`config.mk`:
```
export PLATFORM = sky130hd
export DESIGN_NAME = rom_loader_top
export DESIGN_NICKNAME = d
export VERILOG_FILES = /design/src/design/rom_loader_pkg.sv /design/src/design/rom_write_if.sv /design/src/design/rom_loader_top.sv /design/src/design/reset_sequencer.sv /design/src/design/axil_write_master.sv /design/src/design/word_packer.sv /design/src/design/ioctl_sync.sv
export SDC_FILE = /design/constraint.sdc
export NUM_CORES = 1
export LEC_CHECK = 0
export BUFFER_PORTS_ARGS = -buffer_cell sky130_fd_sc_hd__clkbuf_2
export CAP_MARGIN = 20
export CORE_MARGIN = 2
export CORE_UTILIZATION = 49
export CTS_BUF_LIST = sky130_fd_sc_hd__clkbuf_16
export DETAILED_ROUTE_END_ITERATION = 6
export PLACE_DENSITY = 0.74
export SLEW_MARGIN = 40
export SYNTH_ARGS = -nofsm -noshare
export SYNTH_HDL_FRONTEND = slang
export SYNTH_SLANG_ARGS = --single-unit
```
`constraint.sdc`:
```
create_clock -name clk_sys -period 4.35 [get_ports clk_sys]
set_input_delay 0.87 -clock clk_sys [delete_from_list [all_inputs] [get_ports clk_sys]]
set_output_delay 0.87 -clock clk_sys [all_outputs]
set_load 0.02 [all_outputs]
```
`src/design/rom_loader_pkg.sv`:
```
//////////////////////////////
// Widths, counts and types shared by the ROM download loader
// Each loader file imports what it needs from here
//////////////////////////////

`default_nettype none

package rom_loader_pkg;

	//////////////////////////////
	// Data and address widths
	//////////////////////////////

	// One halfword as the host sends it
	typedef logic [15:0] half_t;

	// Two halfwords packed for memory
	typedef logic [31:0] word_t;

	// Host byte address
	typedef logic [24:0] byte_addr_t;

	// Byte address without its two low bits
	typedef logic [22:0] word_addr_t;

	// AXI byte address, word address times four
	typedef logic [31:0] axi_addr_t;

	// AXI byte lane enables
	typedef logic [3:0] strb_t;

	// Reset sequence counters
	typedef logic [7:0] count_t;

	//////////////////////////////
	// Reset sequence lengths
	//////////////////////////////

	// Host held off this long after a download starts
	localparam count_t DOWNLOAD_PAUSE_CYCLES = 8'd255;

	// System reset held this long after download and pause end
	localparam count_t SYSTEM_RESET_CYCLES = 8'd255;

	// Every write covers the whole word
	localparam strb_t FULL_STROBE = 4'b1111;

	// Write master states
	typedef enum logic [1:0] {
		idle,
		address_and_data,
		response
	} axi_state_t;

endpackage

`default_nettype wire
```
`src/design/rom_write_if.sv`:
```
//////////////////////////////
// One packed word on its way from the packer to the AXI write master
//////////////////////////////

`default_nettype none
`timescale 1ns/10ps

interface rom_write_if;
	import rom_loader_pkg::*;

	// Word address of the packed word
	word_addr_t word_addr;

	// Low half first, high half above it
	word_t data;

	// Held with address and data until ack
	logic request;

	// Single cycle, on the AXI write response
	logic ack;

	// Packer side
	modport source (
		output word_addr,
		output data,
		output request,
		input  ack
	);

	// Write master side
	modport sink (
		input  word_addr,
		input  data,
		input  request,
		output ack
	);

endinterface

`default_nettype wire

```
`src/design/rom_loader_top.sv`:
```
//////////////////////////////
// ROM download loader top level
// Host halfwords in, AXI4-Lite word writes and system reset out
//////////////////////////////

`default_nettype none
`timescale 1ns/10ps

module rom_loader_top (
	input  wire                             clk_sys,
	input  wire                             hardware_reset,
	// Host side
	input  wire                             ioctl_download,
	input  wire                             ioctl_wr,
	input  wire rom_loader_pkg::byte_addr_t ioctl_addr,
	input  wire rom_loader_pkg::half_t      ioctl_dout,
	output logic                            ioctl_wait,
	// AXI4-Lite write side
	output rom_loader_pkg::axi_addr_t       awaddr,
	output logic                            awvalid,
	input  wire                             awready,
	output rom_loader_pkg::word_t           wdata,
	output rom_loader_pkg::strb_t           wstrb,
	output logic                            wvalid,
	input  wire                             wready,
	input  wire                             bvalid,
	output logic                            bready,
	// Reset side
	output logic                            system_reset
);
	import rom_loader_pkg::*;

	// Halfword in clk_sys
	logic       half_strobe;
	half_t      half_data;
	byte_addr_t half_addr;

	// Host hold-off sources
	logic packer_wait;
	logic pause_wait;

	// Packer to write master
	rom_write_if rom_write_bus ();

	// Host waits for a pending write or the download pause
	assign ioctl_wait = packer_wait | pause_wait;

	ioctl_sync ioctl_sync_inst (
		.clk_sys        (clk_sys),
		.hardware_reset (hardware_reset),
		.ioctl_wr       (ioctl_wr),
		.ioctl_addr     (ioctl_addr),
		.ioctl_dout     (ioctl_dout),
		.half_strobe    (half_strobe),
		.half_data      (half_data),
		.half_addr      (half_addr)
	);

	word_packer word_packer_inst (
		.clk_sys        (clk_sys),
		.hardware_reset (hardware_reset),
		.ioctl_download (ioctl_download),
		.half_strobe    (half_strobe),
		.half_data      (half_data),
		.half_addr      (half_addr),
		.packer_wait    (packer_wait),
		.mem            (rom_write_bus.source)
	);

	axil_write_master axil_write_master_inst (
		.clk_sys        (clk_sys),
		.hardware_reset (hardware_reset),
		.awready        (awready),
		.wready         (wready),
		.bvalid         (bvalid),
		.awaddr         (awaddr),
		.awvalid        (awvalid),
		.wdata          (wdata),
		.wstrb          (wstrb),
		.wvalid         (wvalid),
		.bready         (bready),
		.mem            (rom_write_bus.sink)
	);

	reset_sequencer reset_sequencer_inst (
		.clk_sys        (clk_sys),
		.hardware_reset (hardware_reset),
		.ioctl_download (ioctl_download),
		.pause_wait     (pause_wait),
		.system_reset   (system_reset)
	);

endmodule

`default_nettype wire

```
`src/design/reset_sequencer.sv`:
```
//////////////////////////////
// Reset sequence around a ROM download
// Pauses the host after a download starts, holds system reset past its end
//////////////////////////////

`default_nettype none
`timescale 1ns/10ps

module reset_sequencer (
	input  wire  clk_sys,
	input  wire  hardware_reset,
	input  wire  ioctl_download,
	output logic pause_wait,
	output logic system_reset
);
	import rom_loader_pkg::*;

	// Set once system reset has run out, cleared by a download start
	logic armed;

	// Cycles spent in the download pause
	count_t pause_count;

	// Cycles since download and pause both ended
	count_t system_count;

	// Held high until the count saturates
	assign system_reset = (system_count != SYSTEM_RESET_CYCLES);

	always_ff @(posedge clk_sys) begin
		if (hardware_reset) begin
			armed        <= 1'b0;
			pause_wait   <= 1'b0;
			pause_count  <= '0;
			system_count <= '0;
		end else begin
			//////////////////////////////
			// Download pause
			//////////////////////////////

			// Start of an armed download
			if (ioctl_download && armed) begin
				armed       <= 1'b0;
				pause_wait  <= 1'b1;
				pause_count <= '0;
			end else if (pause_wait) begin
				if (pause_count != DOWNLOAD_PAUSE_CYCLES) begin
					pause_count <= pause_count + 8'd1;
				end else begin
					pause_wait <= 1'b0;
				end
			end

			//////////////////////////////
			// System reset hold
			//////////////////////////////

			// Restarts while download or pause is active
			if (ioctl_download || pause_wait) begin
				system_count <= '0;
			end else if (system_count != SYSTEM_RESET_CYCLES) begin
				system_count <= system_count + 8'd1;
			end else begin
				// Reset has fallen, next download may start a pause
				armed <= 1'b1;
			end
		end
	end

endmodule

`default_nettype wire

```
`src/design/axil_write_master.sv`:
```
//////////////////////////////
// AXI4-Lite write master, one word in flight
// Takes a word from the write bus and acks it on the write response
//////////////////////////////

`default_nettype none
`timescale 1ns/10ps

module axil_write_master (
	input  wire                       clk_sys,
	input  wire                       hardware_reset,
	input  wire                       awready,
	input  wire                       wready,
	input  wire                       bvalid,
	output rom_loader_pkg::axi_addr_t awaddr,
	output logic                      awvalid,
	output rom_loader_pkg::word_t     wdata,
	output rom_loader_pkg::strb_t     wstrb,
	output logic                      wvalid,
	output logic                      bready,
	rom_write_if.sink                 mem
);
	import rom_loader_pkg::*;

	axi_state_t state;

	// Channel handshakes already seen
	logic aw_done;
	logic w_done;

	// Channel handshakes seen by the end of this cycle
	logic aw_complete;
	logic w_complete;

	// New word taken from the bus, ack still high means the old word
	logic start;

	assign start = (state == idle) && mem.request && !mem.ack;

	// Both valids rise on entry, each drops on its own ready
	assign awvalid     = (state == address_and_data) && !aw_done;
	assign wvalid      = (state == address_and_data) && !w_done;
	assign aw_complete = aw_done || (awvalid && awready);
	assign w_complete  = w_done || (wvalid && wready);

	assign bready = (state == response);
	assign wstrb  = FULL_STROBE;

	//////////////////////////////
	// Write FSM
	//////////////////////////////

	always_ff @(posedge clk_sys) begin
		if (hardware_reset) begin
			state   <= idle;
			aw_done <= 1'b0;
			w_done  <= 1'b0;
			mem.ack <= 1'b0;
		end else begin
			mem.ack <= 1'b0;
			case (state)
				idle: begin
					if (start) begin
						aw_done <= 1'b0;
						w_done  <= 1'b0;
						state   <= address_and_data;
					end
				end
				address_and_data: begin
					aw_done <= aw_complete;
					w_done  <= w_complete;
					// Channels finish in any order
					if (aw_complete && w_complete) begin
						state <= response;
					end
				end
				response: begin
					if (bvalid) begin
						mem.ack <= 1'b1;
						state   <= idle;
					end
				end
				default: begin
					state <= idle;
				end
			endcase
		end
	end

	// Address and data held for the whole write
	always_ff @(posedge clk_sys) begin
		if (start) begin
			awaddr <= axi_addr_t'({mem.word_addr, 2'b00});
			wdata  <= mem.data;
		end
	end

endmodule

`default_nettype wire

```
`src/design/word_packer.sv`:
```
//////////////////////////////
// Pairs host halfwords into 32-bit words
// Offers each full word on the write bus and holds the host off until ack
//////////////////////////////

`default_nettype none
`timescale 1ns/10ps

module word_packer (
	input  wire                             clk_sys,
	input  wire                             hardware_reset,
	input  wire                             ioctl_download,
	input  wire                             half_strobe,
	input  wire rom_loader_pkg::half_t      half_data,
	input  wire rom_loader_pkg::byte_addr_t half_addr,
	output logic                            packer_wait,
	rom_write_if.source                     mem
);
	import rom_loader_pkg::*;

	// Low when the next halfword is the low half
	logic phase;

	// First halfword of the pair
	half_t low_half;

	// Halfword taken this cycle
	logic accept;

	// Nothing is taken while a word waits for its write
	assign accept = ioctl_download && half_strobe && !mem.request;

	// Host wait follows the pending word
	assign packer_wait = mem.request;

	//////////////////////////////
	// Phase and request
	//////////////////////////////

	always_ff @(posedge clk_sys) begin
		if (hardware_reset) begin
			phase       <= 1'b0;
			mem.request <= 1'b0;
		end else begin
			// Download gone, drop any half-filled word
			if (!ioctl_download) begin
				phase <= 1'b0;
			end else if (accept) begin
				phase <= ~phase;
				// Second half completes the word
				if (phase) begin
					mem.request <= 1'b1;
				end
			end
			// Word written, free the bus a cycle after ack
			if (mem.request && mem.ack) begin
				mem.request <= 1'b0;
			end
		end
	end

	//////////////////////////////
	// Word payload
	//////////////////////////////

	always_ff @(posedge clk_sys) begin
		// Low half fixes the word address
		if (accept && !phase) begin
			low_half      <= half_data;
			mem.word_addr <= half_addr[$bits(byte_addr_t)-1:2];
		end
		// High half goes above the stored low half
		if (accept && phase) begin
			mem.data <= {half_data, low_half};
		end
	end

endmodule

`default_nettype wire

```
`src/design/ioctl_sync.sv`:
```
//////////////////////////////
// Brings the host write strobe, data and address into clk_sys
// Gives one halfword strobe per host write, aligned with its value
//////////////////////////////

`default_nettype none
`timescale 1ns/10ps

module ioctl_sync (
	input  wire                             clk_sys,
	input  wire                             hardware_reset,
	input  wire                             ioctl_wr,
	input  wire rom_loader_pkg::byte_addr_t ioctl_addr,
	input  wire rom_loader_pkg::half_t      ioctl_dout,
	output logic                            half_strobe,
	output rom_loader_pkg::half_t           half_data,
	output rom_loader_pkg::byte_addr_t      half_addr
);
	import rom_loader_pkg::*;

	// Strobe history, newest bit at the bottom
	logic [2:0] wr_shift;

	// First stage of the value chain
	half_t      data_stage;
	byte_addr_t addr_stage;

	//////////////////////////////
	// Strobe edge detect
	//////////////////////////////

	always_ff @(posedge clk_sys) begin
		if (hardware_reset) begin
			wr_shift <= 3'b000;
		end else begin
			wr_shift <= {wr_shift[1:0], ioctl_wr};
		end
	end

	// Rising edge between stage two and stage three
	assign half_strobe = wr_shift[1] & ~wr_shift[2];

	//////////////////////////////
	// Value chain
	//////////////////////////////

	// Two registers deep, so the value sits next to the strobe
	always_ff @(posedge clk_sys) begin
		data_stage <= ioctl_dout;
		half_data  <= data_stage;
		addr_stage <= ioctl_addr;
		half_addr  <= addr_stage;
	end

endmodule

`default_nettype wire

```
# Yosys cells after proc, flatten, opt, wreduce, memory -nomap -nowiden
# Cells that the tools add are included.
[word_totals]
ff_bits = 236
latchBits = 0
ram_bits = 0
romBits = 0
inputBits = 48
word_cells = 81
memories = 0
[op_classes]
n_addsub = 2
mul = 0
n_div = 0
order_cmp = 0
eq_ne = 7
shifts = 0
n_mux = 14
bitwise_logic = 6
reduce_logical = 32
[op_table]
columns = ["cell", "n"]
rows = [
  ["8-bit by 1-bit adder with 8-bit output, second input constant", 2],
  ["8-bit != test, second input constant", 2],
  ["1-bit logical AND", 13],
  ["2-bit OR reduction", 5],
  ["1-bit 2-to-1 mux", 8],
  ["2-bit 2-to-1 mux", 3],
  ["2-bit case mux with 3 select lines", 1],
  ["3-bit AND reduction", 2],
  ["1-bit logical NOT", 5],
  ["2-bit != test, second input constant", 2],
  ["1-bit NOT", 4],
  ["1-bit case mux with 2 select lines", 2],
  ["2-bit AND reduction", 2],
  ["1-bit logical OR", 3],
  ["2-bit by 1-bit equality test with 1-bit output, second input constant", 1],
  ["2-bit equality test, second input constant", 1],
  ["2-bit logical NOT", 1],
  ["2-bit by 1-bit != test with 1-bit output, second input constant", 1],
  ["2-bit nonzero test", 1],
  ["1-bit AND", 1],
  ["1-bit OR", 1],
]

# Longest topological paths before layout
[depth]
depth_word = 7
depth_mapped = 5
ltp_nobuf = 4

# By module
# Synthesis repeated with hierarchy kept, for this count alone.
[unflattened]
cells_unflattened = 357
area_unflattened_um2 = 6831.6
[modules_own_cells]
columns = ["mod", "n_inst", "cells_each", "area_each_um2", "seq_area_each_um2"]
rows = [
  ["word_packer", 1, 82, 2248.4, 2172.1],
  ["axil_write_master", 1, 92, 1996.9, 1751.7],
  ["ioctl_sync", 1, 89, 1729.2, 1701.6],
  ["reset_sequencer", 1, 93, 850.8, 360.3],
  ["rom_loader_top", 1, 1, 6.3, 0.0],
]

# Worst setup path before layout
# OpenSTA, ideal clock, no wires.
[synth_timing]
kind = "register to register"
from = "register axil_write_master_inst.state[1]"
to = "register axil_write_master_inst.awaddr[10], enable pin"
arrival_time_ns = 3.531
required_ns = 3.845
slack_ns = 0.315
stages_incl_launch_ff = 2
synth_period_minus_slack_ns = 4.035
path_cell_list = "dfxtp_1 nor4b_2"
[synth_via]
elab_chain_len = 3
[synth_rtl]
columns = ["item", "line_no", "rtl"]
rows = [
  ["from (decl)", "axil_write_master.sv:25", "axi_state_t state;"],
  ["from (signal assigned)", "axil_write_master.sv:55", "state <= idle;"],
  ["from (signal assigned)", "axil_write_master.sv:66", "state <= address_and_data;"],
  ["from (signal assigned)", "axil_write_master.sv:74", "state <= response;"],
  ["2-bit logical NOT", "axil_write_master.sv:38", "assign start = (state == idle) && mem.request && !mem.ack;"],
  ["1-bit logical AND (2 in a row)", "axil_write_master.sv:38", ""],
  ["via axil_write_master_inst.start", "axil_write_master.sv:36", "logic start;"],
  ["to (signal assigned)", "axil_write_master.sv:93", "awaddr <= axi_addr_t'({mem.word_addr, 2'b00});"],
  ["to (decl)", "axil_write_master.sv:15", "output rom_loader_pkg::axi_addr_t awaddr,"],
]
# The timed path passes the listed nets, and every way through them passes these cells.
# A chain may end at the register's enable or synchronous reset.

# Worst setup path in the final report
[layout_timing]
from = "register reset_sequencer_inst.system_count[0]"
to = "output system_reset"
[layout_via]
elab_chain_len = 1
[layout_rtl]
columns = ["item", "line_no", "rtl"]
rows = [
  ["from (decl)", "reset_sequencer.sv:25", "count_t system_count;"],
  ["from (signal assigned)", "reset_sequencer.sv:62", "system_count <= system_count + 8'd1;"],
  ["8-bit != test", "reset_sequencer.sv:28", "assign system_reset = (system_count != SYSTEM_RESET_CYCLES);"],
  ["to (decl)", "rom_loader_top.sv:29", "output logic system_reset"],
]
# No other way between the ends.

==> results.py <==
metrics = {
    "synthesis": {
        "synth-seq-area-share_pct": 87.81,
        "ys_warn_count": 0,
        "synthTopCellsByArea": "edfxtp_1 (56%), dfxtp_1 (32%), buf_4 (1.6%)",
        "synth_ff_type": "edfxtp_1",
        "synth_seq_cells": 232,
        "postSynthCellCount": 361,
        "async_flop_share_pct": 0,
        "syn_area_um2": 6725,
        "synth_edf_count": 126,
        "synth_area_per_cell_um2": 18.63,
        "yosysTopAreaCellShare_pct": 56.26,
        "synth_cell_type_count": 45,
        "yosysTopAreaCell": "edfxtp_1",
    },
    "placement": {
        "port-buffer-count": 105,
        "pre_cts_ws_ns": 1.419,
        "gp_congestion": 0.7164,
        "dp_hpwl_um": 6190,
    },
    "job": {
        "cap_viol_max_count": 0,
    },
    "timing": {
        "fin_ws_ns": 1.717,
        "setup_tns_ns": 0,
        "finClkSkew_ns": 0.007426,
        "period_share_pct": 60.54,
        "fin_crit_ns": 2.633,
        "fmax_ghz": 0.3798,
        "slew_viol_final": 0,
        "finalSetupViolations": 0,
        "final_hold_viol_count": 0,
        "tightest_slew_ns": 0.5524,
        "relSlewSlack_pct": 63.17,
        "rsz0062_at_grt": "no",
    },
    "cells_and_area": {
        "drive_above_1_share_pct": 29.56,
        "final_util_pct": 60.96,
        "antenna_cells": 0,
        "area_growth_syn_to_layout_pct": 20.99,
        "nNetsFinal": 538,
    },
    "global_route": {
        "grt_max_degree": 34,
        "overflow": 0,
        "antenna_found_initial": 0,
        "grt_pass1_wl_um": 15100,
        "grt_usage_pct": 13.06,
        "grt_pass1_vias": 3101,
    },
    "setup_path": {
        "worst-setup-path-type": "flop to output port",
        "crit_family": "simple AND/OR/NAND/NOR gates",
        "cp_data_required_time_ns": 3.48,
        "crit_path_cell_trace": "ha_1, and3_1, nand2_1, clkbuf_2",
        "worstPathArrival_ns": 1.76,
        "crit_path_end_kind": "output port",
        "start_kind": "flop",
        "critical_path.max_fanout": 7,
        "crit_slowest_cell": "dfxtp_1",
        "cpPeakStageDelay_ns": 0.42,
        "cp_num_buf_inv": 1,
    },
    "clocking": {
        "clock-sinks": 232,
        "h-tree-depth": 1,
        "clockBufferDepth": 3,
        "cts_tree": "yes",
        "cts-root-buf": "clkbuf_16",
        "clk_pin_slew_worst_paths_ns": 0.06,
        "ctsResizeCount": 0,
        "hold_buffers": 0,
        "numCtsBuffers": 22,
        "cts_setup_buffers": 0,
        "insertion_delay_ns": 0.48,
    },
    "route": {
        "ant_nets": 0,
        "post_drt_wl_per_cell_um": 14.02,
        "drt_iter0_markers": 233,
        "vias": 3185,
        "first_pass_iters": 4,
        "drt-total-wl_um": 9533,
        "vias_per_cell": 4.684,
        "drcViolationCount": 0,
    },
    "power": {
        "p_leak_uw": 0.003119,
        "p_per_area_nw_per_um2": 511.2,
        "vdd_drop_max_mv": 0.2804,
    },
    "floorplan": {
        "die-width_um": 121.2,
        "start_util_pct": 50.38,
        "core_region_area_um2": 13350,
        "die_area_um2": 14680,
        "rows": 42,
        "die_h_um": 121.2,
        "io-pin-count": 121,
    },
    "status": {
        "status": "finished clean",
    },
    "hold_path": {
        "hp-class": "flop to flop",
    },
}
==> report_power, final <==
part / internal, µW / leakage, µW / switching (µW)
sequential: 2350 / 0.00202 / 14.3
clock: 1020 / 0.000360 / 730
combinational: 20.4 / 0.000738 / 30.0
total: 3380 / 0.00312 / 775
==> registers in the layout, summed over array words and instances, names as in the netlist, 2 cells and up <==
register,count
axil_write_master_inst.wdata,32
ioctl_sync_inst.data_stage,16
axil_write_master_inst.state,2
ioctl_sync_inst.wr_shift,3
ioctl_sync_inst.half_data,16
word_packer_inst.low_half,16
word_packer_inst.mem.word_addr,23
ioctl_sync_inst.addr_stage,23
reset_sequencer_inst.pause_count,8
axil_write_master_inst.awaddr,23
ioctl_sync_inst.half_addr,23
reset_sequencer_inst.system_count,8
word_packer_inst.mem.data,32
==> metrics by stage <==
step	total power [µW]	cells	hold WS [ns]	cell area, µm²
floorplan	2436	372	0.3096	6766
global placement	2455	639	0.3112	7437
detailed placement	2459	639	0.3121	7437
CTS	4208	679	0.3200	8122
global route	4321	680	0.3276	8137
finish	4159	680	0.3220	8137
==> synth_stat cells (all sizes together) (3+ instances only) <==
| cell | n |
|---|---|
| edfxtp | 126 |
| dfxtp | 106 |
| buf | 15 |
| a21oi | 13 |
| nor3 | 10 |
| nand2 | 9 |
| o21ai | 8 |
| nor2b | 7 |
| a31oi | 6 |
| nor2 | 6 |
| nand3 | 5 |
| inv | 4 |
| nand4 | 4 |
| and3 | 3 |
| and4 | 3 |
| clkbuf | 3 |
| nor3b | 3 |
==> routing by layer <==
metal	share of wire, %	global-route usage, %
met5	0	0
met4	2.4	5.603
met3	6.6	3.477
met2	49	21.56
met1	42	16.33
==> worst paths after layout <==
path | startpoint | slack (ns) | cells past startpoint | to
setup / recovery | reset_sequencer_inst.system_count[0] | 1.72 | 4 | system_reset
hold / removal | ioctl_sync_inst.addr_stage[19] | 0.32 | 0 | ioctl_sync_inst.half_addr[19]
setup reg to reg | word_packer_inst.mem.request | 2.49 | 3 | word_packer_inst.mem.word_addr[15]
hold reg to reg | ioctl_sync_inst.addr_stage[19] | 0.32 | 0 | ioctl_sync_inst.half_addr[19]
==> kinds of logic after synthesis <==
family                     Yosys count  share of synthesized area, %
AOI/OAI and AO/OA                   37                         3.442
xor gates and xnor gates             1                        0.1303
adders and majority gates            2                        0.3720
buffers and inverters               22                         2.028
DFF                                232                         87.81
muxes                                2                        0.2977
other                                2                        0.1117
and+or+nand+nor                     63                         5.804
==> worst register-to-register path, stage by stage (launching register included) <==
cell,delay [ns]
dfxtp_1,0.35
nor4bb_1,0.47
nor2b_4,0.45
buf_4,0.29
==> final cells by class <==
type / count / area [µm²]
Tap cell: 176 / 220.2
Clock buffer: 23 / 575.6
Timing Repair Buffer: 110 / 570.5
Multi-Input combinational cell: 118 / 740.7
Sequential cell: 232 / 5906
Inverter: 4 / 15.01
Clock inverter: 17 / 108.9
Fill cell: 985 / 5211
==> placed cells by master, fill, tap and decap left out, drive strengths merged <==
cell type	count
inv	11
a211oi	1
o21ai	8
a21o	1
clkbuf	128
nand2	9
a31oi	6
a311oi	1
or3	2
or4b	2
dfxtp	106
and2	2
nor2	6
conb	13
ha	2
a21boi	2
a2bb2oi	1
edfxtp	126
xnor2	1
a21oi	13
or2	1
buf	5
nor4bb	1
o21ba	1
nand2b	2
nor3b	3
o211a	1
a2111o	1
nor3	10
nand3	5
or4	2
nor4b	1
clkinv	9
and3	3
and4	3
nand4	4
nor2b	7
bufinv	1
o22ai	1
mux2i	2
No activity file was read; power rests on OpenSTA's default activity.
